`src/common/ppu_pkg.sv`:
```
package ppu_pkg;

    // Screen and counter widths
    localparam int HCOUNT_W = 11;
    localparam int VCOUNT_W = 10;

    // Tile layout
    localparam int TILES_PER_LINE = 40;
    localparam int TILES_PER_WORD = 4; // Byte sized entries in one tile-buffer word
    localparam int WORDS_PER_ROW = 10;
    localparam int TILE_LINES = 16;    // Source lines per tile, also graphics stride
    localparam int PALETTE_ENTRIES = 8;

    // Memory widths
    localparam int WORD_W = 32;
    localparam int TB_ADDR_W = 9;
    localparam int TG_ADDR_W = 11;
    localparam int PAL_ADDR_W = 3;

    typedef logic [23:0] color_t;

    // One tile-buffer byte
    typedef struct packed {
        logic palette;       // Selects upper or lower half of the palette
        logic [6:0] tile_id;
    } tile_entry_t;

    // One tile's worth of the current line
    typedef struct packed {
        logic [WORD_W-1:0] graphics; // 16 pixels, two bits each
        logic palette;
    } line_slot_t;

    typedef struct packed {
        logic [HCOUNT_W-1:0] hcount;
        logic [VCOUNT_W-1:0] vcount;
        logic vblank;
        logic hsync;
    } vga_timing_t;

endpackage
```
`src/verilog/ppu_background.sv`:
```
`timescale 1ns/1ps

module ppu_background import ppu_pkg::*; (
    input logic clk,
    input logic reset,
    input vga_timing_t timing,
    input logic [WORD_W-1:0] read_data_tile_buffer,
    input logic [WORD_W-1:0] read_data_tile_graphics,
    input color_t read_data_color_palettes,
    output logic [TB_ADDR_W-1:0] addr_tile_buffer,
    output logic [TG_ADDR_W-1:0] addr_tile_graphics,
    output logic [PAL_ADDR_W-1:0] addr_color_palettes,
    output color_t pixel_color
);

    color_t [PALETTE_ENTRIES-1:0] palette;
    line_slot_t [TILES_PER_LINE-1:0] line;

    // Fetcher to decoder
    logic [WORD_W-1:0] tile_word;
    logic [1:0] entry_index;
    logic [3:0] tile_line;
    tile_entry_t entry;
    logic [TG_ADDR_W-1:0] graphics_addr;

    palette_fetch palette_fetch_inst (
        .clk       (clk),
        .reset     (reset),
        .vblank    (timing.vblank),
        .read_data (read_data_color_palettes),
        .addr      (addr_color_palettes),
        .palette   (palette)
    );

    line_fetch line_fetch_inst (
        .clk                     (clk),
        .reset                   (reset),
        .vblank                  (timing.vblank),
        .hsync                   (timing.hsync),
        .vcount                  (timing.vcount),
        .read_data_tile_buffer   (read_data_tile_buffer),
        .read_data_tile_graphics (read_data_tile_graphics),
        .entry                   (entry),
        .graphics_addr           (graphics_addr),
        .tile_word               (tile_word),
        .entry_index             (entry_index),
        .tile_line               (tile_line),
        .addr_tile_buffer        (addr_tile_buffer),
        .addr_tile_graphics      (addr_tile_graphics),
        .line                    (line)
    );

    tile_decode tile_decode_inst (
        .tile_word     (tile_word),
        .entry_index   (entry_index),
        .tile_line     (tile_line),
        .entry         (entry),
        .graphics_addr (graphics_addr)
    );

    pixel_out pixel_out_inst (
        .clk         (clk),
        .reset       (reset),
        .timing      (timing),
        .line        (line),
        .palette     (palette),
        .pixel_color (pixel_color)
    );

endmodule

```
`src/verilog/pixel_out.sv`:
```
`timescale 1ns/1ps

module pixel_out import ppu_pkg::*; (
    input logic clk,
    input logic reset,
    input vga_timing_t timing,
    input line_slot_t [TILES_PER_LINE-1:0] line,
    input color_t [PALETTE_ENTRIES-1:0] palette,
    output color_t pixel_color
);

    line_slot_t cur_slot;
    logic [3:0] pixel_index;
    logic [1:0] pixel_value;
    logic [PAL_ADDR_W-1:0] color_index;

    // Every source pixel spans two columns, every tile 32 columns
    assign cur_slot = line[timing.hcount[10:5]];
    assign pixel_index = timing.hcount[4:1];
    assign pixel_value = cur_slot.graphics[{pixel_index, 1'b0} +: 2];

    // Palette bit picks the upper four colors
    assign color_index = {cur_slot.palette, pixel_value};

    always_ff @(posedge clk) begin
        if (reset)
            pixel_color <= '0;
        else if (!timing.vblank && !timing.hsync)
            pixel_color <= palette[color_index];
    end

endmodule

```
`src/verilog/palette_fetch.sv`:
```
`timescale 1ns/1ps

module palette_fetch import ppu_pkg::*; (
    input logic clk,
    input logic reset,
    input logic vblank,
    input color_t read_data,
    output logic [PAL_ADDR_W-1:0] addr,
    output color_t [PALETTE_ENTRIES-1:0] palette
);

    logic [3:0] count; // Vblank cycle, stops at PALETTE_ENTRIES + 1
    logic [3:0] count_next;

    assign count_next = count + 4'd1;

    always_ff @(posedge clk) begin
        if (reset) begin
            count <= '0;
            addr <= '0;
            palette <= '0;
        end else if (vblank) begin
            if (count < PALETTE_ENTRIES + 1)
                count <= count_next;

            // Load the address for the coming cycle, so cycle k shows address k.
            // The idle value 0 already covers cycle 0.
            if (count_next < PALETTE_ENTRIES)
                addr <= PAL_ADDR_W'(count_next);
            else
                addr <= '0;

            // Data for cycle k-1's address
            if (count != 0 && count <= PALETTE_ENTRIES)
                palette[PAL_ADDR_W'(count - 4'd1)] <= read_data;
        end else begin
            count <= '0;
            addr <= '0;
        end
    end

endmodule

```
`src/background/line_fetch.sv`:
```
`timescale 1ns/1ps

module line_fetch import ppu_pkg::*; (
    input logic clk,
    input logic reset,
    input logic vblank,
    input logic hsync,
    input logic [VCOUNT_W-1:0] vcount,
    input logic [WORD_W-1:0] read_data_tile_buffer,
    input logic [WORD_W-1:0] read_data_tile_graphics,

    // Decoder side
    input tile_entry_t entry,
    input logic [TG_ADDR_W-1:0] graphics_addr,
    output logic [WORD_W-1:0] tile_word,
    output logic [1:0] entry_index,
    output logic [3:0] tile_line,

    output logic [TB_ADDR_W-1:0] addr_tile_buffer,
    output logic [TG_ADDR_W-1:0] addr_tile_graphics,
    output line_slot_t [TILES_PER_LINE-1:0] line
);

    logic [5:0] count;    // Fetch position, stops at TILES_PER_LINE + 2
    logic [5:0] slot_pal; // Slot whose palette bit and graphics address are handled now
    logic [5:0] slot_gfx; // Slot whose graphics word arrives now
    logic fetching;
    logic tb_stage;
    logic tg_stage;
    logic store_stage;
    logic [4:0] tile_row;

    // Vblank wins over hsync
    assign fetching = hsync && !vblank;

    assign slot_pal = count - 6'd1;
    assign slot_gfx = count - 6'd2;
    assign tile_row = vcount[9:5];

    // Three tiles in flight: word read, graphics read, graphics store
    assign tb_stage = fetching && (count < TILES_PER_LINE);
    assign tg_stage = fetching && (count >= 1) && (count <= TILES_PER_LINE);
    assign store_stage = fetching && (count >= 2) && (count <= TILES_PER_LINE + 1);

    // Tile-buffer word that came back for the address of the previous cycle
    assign tile_word = read_data_tile_buffer;
    assign entry_index = slot_pal[1:0];
    assign tile_line = vcount[4:1];

    // Addresses follow the counter within the same cycle
    assign addr_tile_buffer = tb_stage ?
        TB_ADDR_W'(tile_row * WORDS_PER_ROW + count / TILES_PER_WORD) : '0;
    assign addr_tile_graphics = tg_stage ? graphics_addr : '0;

    always_ff @(posedge clk) begin
        if (reset) begin
            count <= '0;
            line <= '0;
        end else if (fetching) begin
            if (count < TILES_PER_LINE + 2)
                count <= count + 6'd1;

            if (tg_stage)
                line[slot_pal].palette <= entry.palette;

            if (store_stage)
                line[slot_gfx].graphics <= read_data_tile_graphics; // Word for slot two back
        end else begin
            count <= '0; // Slots keep whatever was written so far
        end
    end

endmodule

```
`src/background/tile_decode.sv`:
```
`timescale 1ns/1ps

module tile_decode import ppu_pkg::*; (
    input logic [WORD_W-1:0] tile_word,
    input logic [1:0] entry_index,       // Which byte of the word
    input logic [3:0] tile_line,         // Source line inside the tile
    output tile_entry_t entry,
    output logic [TG_ADDR_W-1:0] graphics_addr
);

    // Tile-buffer word viewed as its four entries, entry 0 in the low byte
    tile_entry_t [TILES_PER_WORD-1:0] entries;

    assign entries = tile_word;
    assign entry = entries[entry_index];

    // Each tile owns TILE_LINES consecutive graphics words
    assign graphics_addr = TG_ADDR_W'(entry.tile_id * TILE_LINES + tile_line);

endmodule

```
`config.mk`:
```
export PLATFORM = sky130hd
export DESIGN_NAME = ppu_background
export DESIGN_NICKNAME = d
export VERILOG_FILES = /design/src/common/ppu_pkg.sv /design/src/verilog/ppu_background.sv /design/src/verilog/pixel_out.sv /design/src/verilog/palette_fetch.sv /design/src/background/line_fetch.sv /design/src/background/tile_decode.sv
export SDC_FILE = /design/constraint.sdc
export NUM_CORES = 2
export LEC_CHECK = 0
export ABC_AREA = 1
export ABC_CLOCK_PERIOD_IN_PS = 3170
export BUFFER_PORTS_ARGS = -buffer_cell sky130_fd_sc_hd__buf_2
export CAP_MARGIN = 20
export CORE_MARGIN = 1
export CORE_UTILIZATION = 40
export CTS_CLUSTER_SIZE = 40
export DETAILED_ROUTE_END_ITERATION = 16
export GPL_TIMING_DRIVEN = 1
export HOLD_SLACK_MARGIN = 0.06
export RECOVER_POWER = 50
export SYNTH_ARGS = -nofsm -noshare
export SYNTH_HDL_FRONTEND = slang
export SYNTH_SLANG_ARGS = --single-unit
```
`constraint.sdc`:
```
create_clock -name clk -period 3.17 [get_ports clk]
set_input_delay 0.317 -clock clk [delete_from_list [all_inputs] [get_ports clk]]
set_output_delay 0.317 -clock clk [all_outputs]
set_load 0.005 [all_outputs]
```
---- Word-level counts from Yosys, hierarchy flattened ----
Index checks and enable logic that the tools add are counted.
operators by class
  add/subtract/negate cells ............... 7
  $mul .................................... 1
  $lt $le $gt $ge ......................... 18
  shift operators ......................... 1
  muxes and demuxes ....................... 21
  bitwise operators ....................... 3
  reductions and logical operators ........ 18
operators with widths
  kind                                                         count
  2-to-1 mux 1320 bit                                          4
  bitwise mux 1320 bit                                         2
  demux 33 bit (select 6 bit)                                  2
  binary-select mux 33 bit (select 6 bit)                      1
  bitwise mux 192 bit                                          1
  binary-select mux 24 bit (select 3 bit)                      1
  demux 24 bit (select 3 bit)                                  1
  2-to-1 mux 33 bit                                            2
  2-to-1 mux 24 bit                                            2
  indexed part select 32 x 6 -> 2 bit                          1
  less-than comparator 6 x 7 -> 1 bit (second input constant)  3
  >= comparator 6 x 1 -> 1 bit (second input constant)         3
  binary-select mux 8 bit (select 2 bit)                       1
  <= comparator 6 bit (second input constant)                  2
  less-than comparator 6 bit (second input constant)           2
  adder 11 x 4 -> 11 bit                                       1
  logical AND 1 bit                                            11
  2-to-1 mux 11 bit                                            1
  adder 9 x 4 -> 9 bit                                         1
  2-to-1 mux 9 bit                                             1
  less-than comparator 3 x 4 -> 1 bit (second input constant)  2
  less-than comparator 4 bit (second input constant)           2
  multiplier 5 x 3 -> 8 bit (second input constant)            1
  2-to-1 mux 8 bit                                             1
  16 further kinds                                             20
storage, ports and cells
  bits in registers ....................... 1,549
  bits of input ports ..................... 113

---- Logic depth before layout (Yosys ltp) ----
  depth after elaboration ................. 11
  mapped depth ............................ 25

---- Modules after synthesis ----
A second synthesis with hierarchy kept.
second synthesis, totals
  cell total of the unflattened synthesis .. 11,889
  area, all modules ....................... 76,246.9 um^2
modules (own cells, without submodules)
  module         times used  cells an instance  area an instance (um^2)  seq. area each (um^2)
  line_fetch     1           6,896              50,569.8                 26,545.5
  pixel_out      1           3,754              17,138.9                 480.5
  palette_fetch  1           1,134              8,060.2                  3,983.8
  tile_decode    1           105                478.0                    0.0

---- Worst setup path before layout ----
Ideal clock, no wire load.
  path kind ............................... reg-to-reg
  start point ............................. register line_fetch_inst.count[0]
  end point ............................... register line_fetch_inst.line[574] (netlist name)
  library setup time ...................... 116 ps
  data arrival time ....................... 2,599 ps
  slack ................................... 455 ps
  cell stages (with the launch flop) ...... 18
  buffers on the path ..................... 4
  clock period less this slack ............ 2,715 ps
  cell sequence ........................... dfxtp_1 -> inv_1 -> clkbuf_1 -> clkbuf_1 -> ha_1 -> o21ai_1 -> nand2_1 -> nand2_1 -> nor2_1 -> inv_1 -> nor2_1 -> inv_2 -> nor2_1 -> inv_1 -> buf_2 -> clkbuf_1 -> nor2_1 -> nor2_1
between the ends
  word-level cells in the longest chain between the ends .. 8
ends and longest elaborated chain
  what                             line                  source
  start: declaration               line_fetch.sv:24      logic [5:0] count;
  start signal: assignment         line_fetch.sv:61      count <= count + 6'd1;
  subtractor 6 x 1 -> 6 bit (*)    line_fetch.sv:36      assign slot_pal = count - 6'd1;
  named net entry_index[0]         ppu_background.sv:21  logic [1:0] entry_index;
  demux 33 bit (select 6 bit) (*)  --
  bitwise mux 1320 bit (*)         line_fetch.sv:64      line[slot_pal].palette <= entry.palette;
  2-to-1 mux 1320 bit (*)          line_fetch.sv:63      if (tg_stage)
  2-to-1 mux 1320 bit (*)          line_fetch.sv:59      end else if (fetching) begin
  2-to-1 mux 1320 bit (*)          line_fetch.sv:56      if (reset) begin
  bitwise mux 1320 bit             line_fetch.sv:67      line[slot_gfx].graphics <= read_data_tile_graphics;
  2-to-1 mux 1320 bit (*)          line_fetch.sv:66      if (store_stage)
The timed path passes the listed nets; every way through them passes the cells marked *. The select of a mux whose other input is x is not followed.
A chain may end at the register's enable or synchronous reset.

---- Worst setup path after layout ----
  start point ............................. register line_fetch_inst.count[4]
  end point ............................... register line_fetch_inst.line[1011] (netlist name)
between the ends
  word-level cells in the longest chain between the ends .. 8
ends and longest elaborated chain
  what                                                                         line
  branches (longest 7 deep; another with less-than comparator 6 x 7 -> 1 bit)  --
  2-to-1 mux 1320 bit (*)                                                      line_fetch.sv:66
Every way passes the cells marked *. The select of a mux whose other input is x is not followed.

==> qor.txt <==
Outcome: complete, no violations
Clock Skews: 0.0296 ns
Largest family of logic cells by synthesized area: simple AND/OR/NAND/NOR gates
Relative slew margins: 17.9%
Clock Sink Count: 1549
CTS tree: done
Design area: 80700 um^2
Die Y: 422 um
Pwr/cell area: 539 nW/um^2
Initial antenna violation count: 9
Drt pass-1 iters: 6
CP Buf/Inv Count: 5
Place WS: -0.256 ns
Worst path depth: 14
Largest net degree at the start of global routing: 143
Final period utilization: 95.6%
Post-Syn Nets: 10600
Total track usage: 27.6%
Slew Limit Fails: 0
Post-synthesis mux area share: 0%
Commonest register cell after synthesis: dfxtp_1
Core area: 174000 um^2
Floorplan row count: 153
Post-synthesis xor/xnor area fraction: 0.0621%
Final nets: 10500
Final Hold Violating Endpoints: 0
Worst slew pin tran: 1.22 ns
Syn_area_per_cell: 6.72 um^2
Worst hold stages: 3
Die X: 422 um
Adder-cell share of the synthesized area: 0.323%
H-Tree Depth: 4
Final hold slack: 0.152 ns
Most frequent cells in the layout: nor2_1, o21ai_0, dfxtp_1, nand2_1, nand3_1
CP top delay family: simple AND/OR/NAND/NOR gates
First-pass GRT wire length: 390000 um
Synth-to-Final Area Change: 14.4%
Final WS setup: 0.139 ns
Max frequency: 0.330 GHz
CP Launch Type: register
CTS buffer count: 171
Worst Path Arrival: 3.72 ns
Initial drt markers: 7503
Setup CP Type: register to register
FF+latch count, synth: 1549
Clk slew on worst S/H paths: 0.06 ns
Compound-Gate Fraction of Synth Area: 18.6%
Port bufs: 157
Cells after Synth: 10500
Die area: 178000 um^2
Asr flop ratio synth: 0%
R2R depth: 14
Synth cell types: 40
RSZ-0062 raised after global routing: no
Simple-gate share of the synthesized area: 27.7%
Worst skew pair latency: 0.81 ns
CP max-delay cell: nor2_1
Pleak: 32.7 nW
Cell taking the most area after synthesis: dfxtp_1
CP Cell Sequence: nor2_1 > inv_1 > o211ai_1 > o21ai_1 > nand2_1 > nand2_1 > clkbuf_1 > nor2_1 > inv_2 > nor2_1 > inv_1 > buf_2 > nor2_1 > nor2_1
Synth top area share: 44.0%
Pwr Total: 0.0435 W
Vias in the first global route: 65300
DP Wirelength: 154000 um
GPL Wtd Cong: 0.908
Worst endpoint required time: 3.86 ns
Min Tclk post-route: 3.03 ns
Initial cell density of the core: 40.4%
Via density: 5.48
Final setup fails: 0
IO Count: 160
Worst hold-check path type: input pin to register
Warnings, synthesis: 0
Number of enable flip-flop cells after synthesis: 0
Layout cells sized above 1: 8.61%
Endpoint class of the critical path: register
Ranking of synthesized cells by area: dfxtp_1, nor2_1, o21ai_0, nand3_1, nand2_1
CP max FO: 16
Count of maximum capacitance violations: 0
Max VDD drop: 0.472 mV
DRC violation count after routing: 0
CP most frequent cell: nor2_1
Placed Instance Area: 74900 um^2
Seq/Total Area, Yosys: 44.0%
Grt total ovfl: 0
Total wire length: 254000 um
R2R Setup Slk: 0.14 ns
Routed via count: 70400
CP max stage delay: 0.51 ns
CTS root buf: clkbuf_16
Commonest non-fill, non-tap cell in the layout: nor2_1
CTS max path bufs: 3
Area of the mapped netlist: 70500 um^2
DRT antenna net count: 0
DR WL/cell: 19.8 um
-- worst paths after layout --
path	from	end
worst max register to register	line_fetch_inst.count[4]	line_fetch_inst.line[1011]
worst min register to register	line_fetch_inst.line[1216]	line_fetch_inst.line[1216]
worst min-delay path	read_data_tile_graphics[24]	line_fetch_inst.line[124]
worst max-delay path	line_fetch_inst.count[4]	line_fetch_inst.line[1011]
-- final cells by class --
| type | count | area, um^2 |
|---|---|---|
| tap | 2325 | 2910 |
| clock inverter | 44 | 526 |
| multi-input combinational | 7369 | 33000 |
| timing repair buffer | 652 | 5730 |
| fill | 17600 | 93700 |
| clock buffer | 262 | 4990 |
| antenna | 8 | 20.0 |
| sequential | 1549 | 31000 |
| inverter | 656 | 2510 |
-- through the flow --
stage / utilization [%] / std cells / setup TNS, ns
final: 46.3 / 12900 / 0
after global routing: 46.3 / 12900 / 0
after CTS: 46.3 / 12900 / 0
after detailed placement: 43.0 / 12500 / -5.28
after global placement: 43.0 / 12500 / -4.86
after floorplan: - / 10500 / 0
-- routing by layer --
metal | vias up | global-route usage, % | part of all wire (%)
li1 | 33900 | - | -
met1 | 33200 | 35.5 | 42
met2 | 2779 | 45.7 | 46
met3 | 523 | 3.50 | 6.9
met4 | 0 | 13.1 | 4.7
met5 | - | 0 | 0
-- worst min-delay path: stages --
cell and delay, ns:
buf_2 0.33, nor2_1 0.20, nor2_1 0.05
-- kinds of logic after synthesis --
| family | after synthesis |
|---|---|
| adder cells (fa/ha/maj) | 17 |
| AND/OR/NAND/NOR | 4792 |
| buffers and inverters | 1581 |
| XOR/XNOR | 5 |
| AO/OA/AOI/OAI | 2555 |
| flip-flops | 1549 |
-- report_power, final --
group	switching, W	leakage [nW]	internal, W	total [W]
Clock	0.00845	2.70	0.0114	0.0199
Sequential	0.0000298	12.5	0.0195	0.0196
Combinational	0.00277	17.5	0.00125	0.00402
-- registers in the layout, summed over array words and instances (netlist names) --
name / flops
palette_fetch_inst.addr: 3
pixel_out_inst.pixel_color: 24
line_fetch_inst.line: 1320
palette_fetch_inst.count: 4
line_fetch_inst.count: 6
palette_fetch_inst.palette: 192
-- synth_stat cells (all sizes together), types with 2 or more instances --
cell / n
nor2: 2438
o21ai: 1777
dfxtp: 1549
nand2: 1191
nand3: 1072
a21oi: 656
inv: 641
clkbuf: 566
buf: 359
o211ai: 97
nor3: 65
clkinv: 15
ha: 15
or2: 10
nand3b: 8
o22ai: 6
nand4: 5
o21a: 5
o221ai: 4
xor2: 4
a21o: 2
a31oi: 2
fa: 2
nor3b: 2
-- repair_timing --
action                                  CTS  global route
hold buffers                             32             0
buffers inserted                          0             0
endpoints found under the setup margin    1           141
resized for setup                         1             7
hold endpoints to repair                295             0
Power figures use the tool's default switching activity.
